<file path="src/rtl/switch_pkg.sv">
package switch_pkg;

    localparam int DATA_W = 16;

    localparam int NUM_PORTS = 4;
    localparam int PORT_W = 2;
    localparam int NUM_PRIOS = 2;
    // queue index is {port, prio}
    localparam int NUM_QUEUES = NUM_PORTS * NUM_PRIOS;
    localparam int QUEUE_W = 3;

    localparam int PAGE_WORDS = 8;
    localparam int WORD_IDX_W = 3;
    localparam int NUM_PAGES = 32;
    localparam int PAGE_W = 5;

    // header word included
    localparam int MAX_PKT_WORDS = 32;
    localparam int LEN_W = $clog2(MAX_PKT_WORDS + 1);
    localparam int MAX_PKT_PAGES = 4;

    // header layout, first word of a packet
    localparam int HDR_PORT_LSB = 0;
    localparam int HDR_PRIO_BIT = 2;

    typedef enum logic {W_IDLE, W_DATA} wr_state_t;

    typedef enum logic [1:0] {R_IDLE, R_FETCH, R_STREAM} rd_state_t;

endpackage
</file>
<file path="src/rtl/free_page_list.sv">
`timescale 1ns/1ps

module free_page_list
    import switch_pkg::*;
(
    input  logic              clk,
    input  logic              rst_n,
    input  logic              alloc_req,
    output logic [PAGE_W-1:0] alloc_page,
    input  logic              free_req,
    input  logic [PAGE_W-1:0] free_page,
    output logic [PAGE_W:0]   free_count
);

    logic [PAGE_W-1:0] pool [NUM_PAGES];
    logic [PAGE_W-1:0] rd_ptr;
    logic [PAGE_W-1:0] wr_ptr;

    always_ff @(posedge clk) begin
        if (!rst_n) begin
            for (int i = 0; i < NUM_PAGES; i++) begin
                pool[i] <= PAGE_W'(i);
            end
            rd_ptr     <= '0;
            wr_ptr     <= '0;
            free_count <= (PAGE_W + 1)'(NUM_PAGES);
        end else begin
            if (alloc_req) begin
                rd_ptr <= rd_ptr + 1'b1;
            end
            if (free_req) begin
                pool[wr_ptr] <= free_page;
                wr_ptr       <= wr_ptr + 1'b1;
            end
            free_count <= free_count + (PAGE_W + 1)'(free_req) - (PAGE_W + 1)'(alloc_req);
        end
    end

    // head of the pool, valid in the same cycle
    assign alloc_page = pool[rd_ptr];

    a_no_pop_empty: assert property (@(posedge clk) disable iff (!rst_n)
        alloc_req |-> free_count != '0);

    a_no_push_full: assert property (@(posedge clk) disable iff (!rst_n)
        free_req |-> free_count != (PAGE_W + 1)'(NUM_PAGES));

endmodule

</file>
<file path="config.mk">
export PLATFORM = sky130hd
export DESIGN_NAME = free_page_list
export DESIGN_NICKNAME = d
export VERILOG_FILES = /design/src/rtl/switch_pkg.sv /design/src/rtl/free_page_list.sv
export SDC_FILE = /design/constraint.sdc
export NUM_CORES = 1
export LEC_CHECK = 0
export ABC_AREA = 1
export BUFFER_PORTS_ARGS = -buffer_cell sky130_fd_sc_hd__buf_4
export CORE_ASPECT_RATIO = 1.2
export CORE_MARGIN = 10
export CORE_UTILIZATION = 35
export DETAILED_ROUTE_END_ITERATION = 8
export GPL_TIMING_DRIVEN = 1
export HOLD_SLACK_MARGIN = 0.15
export PLACE_DENSITY_LB_ADDON = 0.1
export SLEW_MARGIN = 20
export SYNTH_ARGS = -nofsm -noshare
export SYNTH_HDL_FRONTEND = slang
export SYNTH_SLANG_ARGS = --single-unit
</file>
<file path="constraint.sdc">
create_clock -name clk -period 2 [get_ports clk]
set_clock_uncertainty 0.2 [all_clocks]
set_input_delay 0.6 -clock clk [delete_from_list [all_inputs] [get_ports clk]]
set_output_delay 0.6 -clock clk [all_outputs]
set_load 0.005 [all_outputs]
</file>
After elaboration in Yosys (flattened, before gate mapping):

Memory sizes are Yosys's and may differ from the RTL's. A register that Yosys moved wholly into a read port is not among the register bits.
Index checks and enable logic that the tools add are counted.

* flip-flop bits (word level): 16
* bits in writable memories: 160
* bits of input ports: 9
* word-level logic and storage cells: 18
* memories kept: 1

* add/sub/neg operators: 4
* mux-type cells: 9
* reduce and logical (&&, ||, !) cells: 1

Memories
* pool: words 32, width 5, rd ports 1, clocked after Yosys merged registers in 1, wr ports 32, line free_page_list.sv:15 `logic [PAGE_W-1:0] pool [NUM_PAGES];`

Operator list (number)
* $mux W5: 4
* $add A5 B1 Y5 const B: 2
* $add A6 B1 Y6: 1
* $sub A6 B1 Y6: 1
* $mux W1: 5
* $reduce_or A5 Y1: 1

Longest topological paths before layout:

Gate-level depths: netlist (run 1).

* word-level depth: 5
* gate-level depth with buffers: 11
* depth with buffers taken out: 11

Least setup slack after synthesis (run 1):

Ideal clock, no wire load.

* path kind: input port to flip-flop
* start: in alloc_req
* end: reg free_count[4]
* data arrival time: 1.910 ns
* required time: 1.730 ns
* path slack: -0.180 ns
* cell stages on the path: 10
* cells stage by stage: ha_1 -> inv_1 -> ha_1 -> inv_1 -> fa_1 -> nor2_1 -> o21ai_0 -> nand2_1 -> o21ai_0 -> a21oi_1

* cells in the longest elaborated chain, start to end: 1

Ends and longest elaborated chain
* start, declared: line free_page_list.sv:8 `input logic alloc_req,`
* $sub A6 B1 Y6: line free_page_list.sv:35 `free_count <= free_count + (PAGE_W + 1)'(free_req) - (PAGE_W + 1)'(alloc_req);`
* end signal, assigned: line free_page_list.sv:26 `free_count <= (PAGE_W + 1)'(NUM_PAGES);`
* end signal, assigned: line free_page_list.sv:35
* end, declared: line free_page_list.sv:12 `output logic [PAGE_W:0] free_count`

Every way passes these cells.
A chain may end at the register's enable or synchronous reset.

==> results of run 1 <==
-- repair_timing --
item,4_1_cts,5_1_grt
setup endpoints to repair,5,51
gates resized for setup,21,22
pin swaps,1,5
gates cloned,2,1
buffers inserted,1,0
-- layer usage --
layer  global-route usage (%)  part of all wire, %  up-vias
li1                         -                    -     3278
met3                     2.99                  3.2       18
met4                     3.96                  1.1        0
met1                     20.1                   46     3047
met2                     25.7                   50      101
met5                        0                    0        -
-- critical path, delay by kind of cell (launching register included) --
kind | cells | cell delay [ps]
buffers and inverters | 3 | 400
DFF | 1 | 440
and+or+nand+nor | 8 | 560
-- final cells by class --
type / count / share of cell area [%]
tap: 325 / 3.80
clock buffer: 18 / 4.01
multi-input combinational: 649 / 29.0
sequential: 181 / 48.9
timing repair buffer: 112 / 10.3
clock inverter: 14 / 1.20
inverter: 75 / 2.75
-- stage by stage --
step / setup slack [ps] / hold WS (ps) / power [mW] / TNS [ps] / cells
5_1_grt: -765 / 309 / 9.27 / -3730 / 1374
6_report: -624 / 286 / 8.87 / -3040 / 1374
3_3_place_gp: -271 / 332 / 5.68 / -15530 / 1338
4_1_cts: -655 / 275 / 8.90 / -3220 / 1373
3_5_place_dp: -271 / 338 / 5.67 / -16150 / 1338
2_1_floorplan: -28.6 / 290 / 5.17 / -28.6 / 956
-- registers in the layout, indices dropped and copies added (netlist names), named ones only --
name,cells
pool,160
free_count,6
rd_ptr,5
wr_ptr,5
-- logic make-up (layout without fill, tap and decap cells) --
logic type / count (synthesis) / in the layout / synth area share [%]
adders and majority gates: 12 / 12 / 1.81
AOI/OAI and AO/OA: 22 / 22 / 1.32
DFF: 181 / 181 / 60.0
xor gates and xnor gates: 1 / 1 / 0.101
and+or+nand+nor: 614 / 614 / 30.7
buffers and inverters: 126 / 219 / 6.09
-- how the worst max path moves through the flow --
stage / start / cells after the start / to
floorplan: alloc_req / 10 / free_count[4]
global placement: flip-flop / 11 / alloc_page[3]
detailed placement: flip-flop / 11 / alloc_page[3]
CTS: flip-flop / 11 / alloc_page[2]
global route: flip-flop / 11 / alloc_page[2]
finish: flip-flop / 11 / alloc_page[2]
-- cells in the mapped netlist, types with 2 or more instances --
| master | number |
|---|---|
| nand2_1 | 347 |
| edfxtp_1 | 160 |
| nand3_1 | 126 |
| nor2_1 | 91 |
| inv_1 | 42 |
| inv_2 | 31 |
| clkbuf_1 | 24 |
| dfxtp_1 | 21 |
| buf_2 | 17 |
| nor2_2 | 15 |
| nor2_4 | 15 |
| ha_1 | 11 |
| a21oi_1 | 10 |
| nor3_1 | 10 |
| buf_4 | 9 |
| o21ai_0 | 9 |
| nand2_4 | 3 |
| a31oi_1 | 2 |
| nand4_1 | 2 |
| nor3_2 | 2 |
-- power by group --
part | internal (mW) | leakage [nW] | switching (mW)
combinational | 0.538 | 2.29 | 0.829
clock | 1.73 | 0.269 | 1.48
sequential | 4.22 | 1.54 | 0.0778
-- cell usage in the layout (no fill, tap or decap), types with 18 or more instances in the layout --
cell / n
nand2_1: 344
edfxtp_1: 160
nand3_1: 105
nor2_1: 90
buf_4: 90
inv_1: 39
inv_2: 32
nand3_2: 20
clkbuf_16: 18
==> impl_metrics.py, run 1 <==
metrics = {
    "critical_path": {
        "cp_common_cell": "nand2_1",
        "path_cells": "buf_12 -> buf_6 -> nand2_1 -> nand3_1 -> nand3_1 -> nand2_1 -> nand2_1 -> nand2_1 -> nand2_1 -> nand2_1 -> buf_6",
        "cp_max_fo": 21,
        "r2r_slack_ps": 90,
        "critPathKind": "flip-flop to output pin",
        "critPathSlowestCell": "dfxtp_4",
        "required_ps": 1200,
        "startpoint_type": "flip-flop",
        "rr_startpoint": "wr_ptr[1]",
        "cp.arrival_ps": 1820,
        "rr_endpoint": "pool[7][0]",
        "max_stage_delay_ps": 440,
        "rr_worst_depth": 7,
        "setup.worst_path.end_class": "output pin",
    },
    "placement": {
        "port_buffers": 19,
        "place_area_um2": 9890,
        "gp_congestion": 0.794,
        "post-dp-hpwl_mm": 15.2,
    },
    "grt": {
        "antenna_found_initial": 0,
        "grt_pass1_vias": 6494,
        "grt_pass1_wl_mm": 36.6,
        "grt_max_degree": 41,
        "overflow": 0,
        "grt.total_usage_pct": 15.4,
    },
    "synth": {
        "synth_nets": 977,
        "yosysTopAreaCell": "edfxtp_1",
        "synth-edff-count": 160,
        "async_flop_share_pct": 0,
        "synth_cells": 956,
        "syn_area_per_cell_um2": 9.11,
        "ys_types": 29,
        "synthFlopType": "edfxtp_1",
        "synth_seq_cells": 181,
        "yosysWarningCount": 0,
        "synth-seq-area-share_pct": 60.0,
        "yosysTopAreaCellShare_pct": 55.2,
        "synthTopCellsByArea": "edfxtp_1 (55%), nand2_1 (15%), nand3_1 (7.2%)",
        "netlist_area_um2": 8710,
    },
    "cells_and_area": {
        "fill_cells": 2457,
        "area_growth_pct": 22.8,
        "diodes": 0,
        "drive_gt1_share_pct": 23.5,
        "register_area_um2": 5230,
        "multiInputGateArea_um2": 3110,
        "final_util_pct": 43.5,
        "fin_nets": 1057,
        "design_area_um2": 10700,
    },
    "routing": {
        "ant_nets": 0,
        "dr.pass1.iters": 5,
        "drt-initial-drc-count": 414,
        "vias_per_cell": 4.69,
        "wl_per_cell_um": 17.2,
        "drt-total-wl_mm": 23.6,
        "drc": 0,
        "vias": 6444,
    },
    "timing": {
        "setup_viol": 5,
        "slew_violations": 0,
        "clock.fmax_mhz": 381,
        "period_share_pct": 131,
        "tightest_slew_ps": 426,
        "rsz0062_at_grt": "yes",
        "slew_headroom_pct": 71.4,
        "finalWorstPathRequiredPeriod_ps": 2620,
        "timing.final.hold_violations": 0,
        "setup_ws_ps": -624,
    },
    "floorplanning": {
        "die_area_um2": 31600,
        "fp-row-count": 63,
        "start_util_pct": 35.4,
        "die_h_um": 193,
        "die_w_um": 164,
        "num_io_pins": 20,
        "core_area_um2": 24600,
    },
    "min_path": {
        "min_from": "free_req",
        "hold_path.class": "primary input to flip-flop",
        "whs_path_depth": 3,
        "whs_endpoint": "wr_ptr[0]",
    },
    "clock_tree": {
        "cts-root-buf": "clkbuf_16",
        "cts_tree": "done",
        "clkLatencyLatePin_ps": 440,
        "hold_buffers": 0,
        "clock-sinks": 181,
        "cts_made_buffers": 17,
        "cts_max_path_buffers": 2,
        "clk_pin_slew_ps": 70,
        "htreeDepth": 4,
    },
    "pwr": {
        "peakVddDrop_mv": 0.643,
        "p_leak_nw": 4.10,
        "p_per_area_nw_per_um2": 829,
    },
    "run_status": {
        "violations": "negative setup slack",
        "status": "complete, but fails checks",
    },
    "flow_run": {
        "cap_viol_max_count": 0,
    },
}
(Power assumes the default switching activity.)
==> run 2, diff against run 1 <==
- CORE_UTILIZATION: 35 -> 45
- PLACE_DENSITY_LB_ADDON: 0.1 -> 0.25
==> impl_metrics.py, run 2 (synthesis gave the netlist of run 1 again) <==
metrics = {
    "cells_and_area": {
        "finalNonFillerCells": 1303,
        "largest_reg_flops": 160,
        "area_growth_pct": 21.3,
        "drive_gt1_share_pct": 22.4,
        "diodes": 0,
        "reg.largest.list": "pool (160), free_count (6)",
        "final_common_cell": "nand2_1",
        "top_register": "pool",
        "fin_nets": 1055,
        "final_cell_mix": "nand2_1 (341), edfxtp_1 (160), nand3_1 (118)",
        "fill_cells": 1617,
    },
    "routing": {
        "drc": 0,
        "dr.pass1.iters": 5,
        "wl_per_cell_um": 16.1,
        "drt-initial-drc-count": 435,
        "vias": 6623,
        "ant_nets": 0,
        "drt-total-wl_mm": 21.0,
        "vias_per_cell": 5.08,
    },
    "clock_tree": {
        "clk_pin_slew_ps": 70,
        "hold_buffers": 0,
        "cts_max_path_buffers": 2,
        "cts-root-buf": "clkbuf_16",
        "cts_tree": "done",
        "clock-sinks": 181,
        "clkLatencyLatePin_ps": 440,
        "cts_made_buffers": 17,
        "htreeDepth": 4,
    },
    "grt": {
        "antenna_found_initial": 0,
        "grt_pass1_wl_mm": 32.6,
        "grt_max_degree": 33,
        "grt_pass1_vias": 6375,
        "grt.total_usage_pct": 16.6,
        "overflow": 0,
    },
    "critical_path": {
        "rr_endpoint": "pool[25][0]",
        "required_ps": 1200,
        "cp_max_fo": 10,
        "startpoint_type": "flip-flop",
        "rr_startpoint": "wr_ptr[4]",
        "cp.arrival_ps": 1840,
        "rr_worst_depth": 7,
        "r2r_slack_ps": 100,
        "critPathKind": "flip-flop to output pin",
        "setup.worst_path.end_class": "output pin",
    },
    "pwr": {
        "p_per_area_nw_per_um2": 845,
        "power_frac_comb_pct": 14.9,
        "netSwitchingFraction_pct": 26.2,
        "seqPwrFrac_pct": 48.1,
        "power_frac_clock_pct": 37.0,
        "power_mw": 8.92,
        "intPower_mw": 6.59,
        "p_sw_mw": 2.34,
        "p_leak_nw": 4.09,
        "peakVddDrop_mv": 0.619,
    },
    "timing": {
        "rsz0062_at_grt": "yes",
        "timing.final.hold_violations": 0,
        "finalWorstPathRequiredPeriod_ps": 2640,
        "slew_violations": 0,
        "clock.fmax_mhz": 378,
        "setup_viol": 5,
        "setup_ws_ps": -643,
        "tightest_slew_ps": 335,
        "period_share_pct": 132,
        "slew_headroom_pct": 77.7,
    },
    "placement": {
        "dpl.cell_count": 1266,
        "gp_congestion": 0.780,
        "port_buffers": 19,
        "post-dp-hpwl_mm": 13.8,
    },
    "floorplanning": {
        "die_area_um2": 25300,
        "num_io_pins": 20,
        "start_util_pct": 46.0,
        "fp-row-count": 55,
        "die_h_um": 172,
        "die_w_um": 147,
        "core_area_um2": 18900,
    },
    "min_path": {
        "hold_path.class": "primary input to flip-flop",
        "min_from": "alloc_req",
        "whs_path_depth": 3,
    },
    "run_status": {
        "violations": "negative setup slack",
        "status": "complete, but fails checks",
    },
    "flow_run": {
        "cap_viol_max_count": 0,
    },
}
run 2: changes by cell type in the layout (fill, tap and decap cells not counted), sizes merged:
| cell | before | now |
|---|---|---|
| clkbuf | 19 | 23 |
| buf | 111 | 108 |
| clkinv | 9 | 7 |
| clkinvlp | 2 | 0 |
| inv | 77 | 79 |
| bufinv | 1 | 0 |
run 2: layout make-up:
class / instances / area [µm²] / share of cell area, %
Clock buffer: 21 / 504 / 4.77
Clock inverter: 11 / 85.1 / 0.805
Inverter: 75 / 294 / 2.78
Multi-Input combinational cell: 649 / 3050 / 28.8
Sequential cell: 181 / 5230 / 49.5
Tap cell: 256 / 320 / 3.03
Timing Repair Buffer: 110 / 1080 / 10.3
run 2: power groups by stage:
stage	registers (mW)	logic (mW)	clock network [mW]
after floorplan	4.36	0.812	0
after global placement	4.37	1.24	0
after detailed placement	4.37	1.25	0
after CTS	4.29	1.30	3.33
after global routing	4.31	1.48	3.49
final	4.29	1.33	3.30
run 2: worst max-delay path by stage:
stage                    end  cells past startpoint
6_report       alloc_page[1]                     11
5_1_grt        alloc_page[4]                     10
3_3_place_gp   alloc_page[3]                     11
4_1_cts        alloc_page[1]                     11
3_5_place_dp   alloc_page[3]                     11
2_1_floorplan  free_count[4]                     10
run 2: layer usage:
metal / GRT usage (%) / up-vias / share of wire, %
met5: 0 / - / 0
met4: 6.86 / 0 / 2.5
met3: 3.06 / 35 / 4.6
met2: 29.1 / 162 / 50
met1: 19.9 / 3144 / 43
li1: - / 3282 / -
run 2: timing repair:
item,CTS,global route
gates cloned,2,2
buffers inserted,1,0
endpoints found under the setup margin,5,37
resized for setup,18,22
pin swaps,5,7
run 2: through the flow:
stage               setup TNS, ps  worst slack, ps  hold slack [ps]  area [µm²]  util [%]
CTS                         -3120             -629              295       10400      55.2
detailed placement          -7490             -237              342        9730      51.4
finish                      -3140             -643              307       10600      55.8
global route                -3620             -731              324       10600      55.8
floorplan                   -28.6            -28.6              290        8740         -
global placement            -6330             -246              317        9730      51.4
run 2: worst max-delay path, stage by stage (launching register included):
cell and delay (ps):
dfxtp_4 430, inv_8 80, buf_12 140, nand2_1 50
nand3_1 80, nand3_1 110, nand2_1 90, nand2_1 70
nand2_1 60, nand2_1 70, nand2_1 70, buf_4 140
==> run 3, diff against run 2 <==
- CORE_ASPECT_RATIO: 1.2 -> unset
- CORE_MARGIN: 10 -> unset
==> impl_metrics.py, run 3 (synthesis gave the netlist of run 1 again) <==
metrics = {
    "run_status": {
        "violations": "negative setup slack",
        "status": "complete, but fails checks",
    },
    "cells_and_area": {
        "fill_cells": 1648,
        "reg.largest.list": "pool (160), free_count (6)",
        "fin_nets": 1054,
        "drive_gt1_share_pct": 24.6,
        "final_cell_mix": "nand2_1 (338), edfxtp_1 (160), nand3_1 (95)",
        "area_growth_pct": 22.3,
        "diodes": 0,
        "top_register": "pool",
        "final_util_pct": 56.6,
        "final_common_cell": "nand2_1",
        "largest_reg_flops": 160,
    },
    "floorplanning": {
        "start_util_pct": 46.3,
        "die_area_um2": 19900,
        "fp-row-count": 50,
        "die_h_um": 141,
        "die_w_um": 141,
        "core_area_um2": 18800,
        "num_io_pins": 20,
    },
    "grt": {
        "antenna_found_initial": 0,
        "grt_pass1_vias": 6391,
        "grt.total_usage_pct": 23.1,
        "grt_max_degree": 33,
        "grt_pass1_wl_mm": 33.9,
        "overflow": 0,
    },
    "placement": {
        "post-dp-hpwl_mm": 13.8,
        "port_buffers": 19,
        "gp_congestion": 0.833,
    },
    "pwr": {
        "power_mw": 8.87,
        "p_per_area_nw_per_um2": 832,
        "peakVddDrop_mv": 0.630,
        "p_leak_nw": 4.11,
    },
    "timing": {
        "clock.fmax_mhz": 376,
        "period_share_pct": 133,
        "setup_ws_ps": -662,
        "finalWorstPathRequiredPeriod_ps": 2660,
        "setup_viol": 5,
        "slew_violations": 0,
        "slew_headroom_pct": 74.7,
        "tightest_slew_ps": 379,
        "rsz0062_at_grt": "yes",
        "timing.final.hold_violations": 0,
    },
    "clock_tree": {
        "cts_made_buffers": 17,
        "clock-sinks": 181,
        "clkLatencyLatePin_ps": 440,
        "htreeDepth": 4,
        "clk_pin_slew_ps": 70,
        "cts-root-buf": "clkbuf_16",
        "cts_max_path_buffers": 2,
        "cts_tree": "done",
    },
    "routing": {
        "dr.pass1.iters": 5,
        "wl_per_cell_um": 16.5,
        "vias_per_cell": 5.05,
        "drt-initial-drc-count": 517,
        "vias": 6594,
        "drt-total-wl_mm": 21.5,
        "ant_nets": 0,
        "drc": 0,
    },
    "min_path": {
        "min_from": "rd_ptr[4]",
        "whs_path_depth": 2,
        "hold_path.class": "flip-flop to flip-flop",
        "whs_endpoint": "rd_ptr[4]",
    },
    "critical_path": {
        "critPathKind": "flip-flop to output pin",
        "critPathSlowestCell": "dfxtp_4",
        "required_ps": 1200,
        "path_cells": "inv_8 -> buf_12 -> nand2_1 -> nand3_1 -> nand3_2 -> nand2_1 -> nand2_1 -> nand2_1 -> nand2_1 -> nand2_2 -> buf_4",
        "startpoint_type": "flip-flop",
        "cp_max_fo": 13,
        "rr_worst_depth": 8,
        "r2r_slack_ps": 120,
        "max_stage_delay_ps": 450,
        "rr_endpoint": "pool[8][0]",
        "setup.worst_path.end_class": "output pin",
        "cp.arrival_ps": 1860,
        "rr_startpoint": "wr_ptr[3]",
        "cp_common_cell": "nand2_1",
    },
    "flow_run": {
        "cap_viol_max_count": 0,
    },
}
run 3: cell count changes in the layout (fill, tap and decap cells not counted), moves of 3 or more:
cell,previous run,this run
nand3_2,8,31
clkbuf_16,22,17
nand2_2,6,9
clkinv_2,3,0
nand3_1,118,95
nand2_1,341,338
inv_8,2,5
run 3: how the worst max path moves through the flow:
| stage | from | to | slack [ps] | cells past startpoint |
|---|---|---|---|---|
| after detailed placement | flip-flop | alloc_page[1] | -250 | 11 |
| after floorplan | alloc_req | free_count[4] | -30 | 10 |
| after global placement | flip-flop | alloc_page[1] | -270 | 11 |
| after CTS | flip-flop | alloc_page[0] | -670 | 11 |
| after global routing | flip-flop | alloc_page[3] | -790 | 11 |
| final | flip-flop | alloc_page[4] | -660 | 11 |
run 3: repair_timing:
item / CTS / global route
hold buffers: 0 / 0
setup buffers: 3 / 0
setup endpoints to repair: 5 / 33
pin swaps: 10 / 4
cloned: 4 / 0
endpoints found under the hold margin: 0 / 0
gates resized for setup: 36 / 17
run 3: through the flow:
stage | setup WS (ps) | hold slack (ps) | TNS (ps) | std cells | cell area (µm²)
detailed placement | -248 | 341 | -7060 | 1267 | 9730
CTS | -666 | 345 | -3300 | 1306 | 10600
floorplan | -28.6 | 290 | -28.6 | 956 | 8740
global route | -785 | 368 | -3840 | 1306 | 10700
finish | -662 | 354 | -3280 | 1306 | 10700
global placement | -268 | 330 | -5220 | 1267 | 9730
run 3: power breakdown:
part           total [mW]  internal [mW]  switching, mW
logic                1.36          0.537          0.819
clock network        3.22           1.65           1.57
registers            4.29           4.22         0.0778
total                8.87           6.41           2.47
run 3: critical path, delay by kind of cell, from the launching register on:
family | cells | cell delay (ps)
buffers and inverters | 3 | 380
flip-flops | 1 | 450
AND/OR/NAND/NOR | 8 | 590
run 3: routing by layer:
layer	track usage [%]	vias up	wire length, µm
met5	0	-	0
met4	7.15	0	384
met3	5.88	33	1520
met2	37.8	211	10300
met1	30.2	3066	9390
li1	-	3284	-
run 3: layout make-up:
type                            instances  area (µm²)  share of cell area, %
Clock buffer                           18         429                   4.03
Clock inverter                         14         135                   1.27
Inverter                               75         292                   2.74
Multi-Input combinational cell        649        3170                   29.7
Sequential cell                       181        5230                   49.1
Tap cell                              260         325                   3.05
Timing Repair Buffer                  109        1080                   10.1
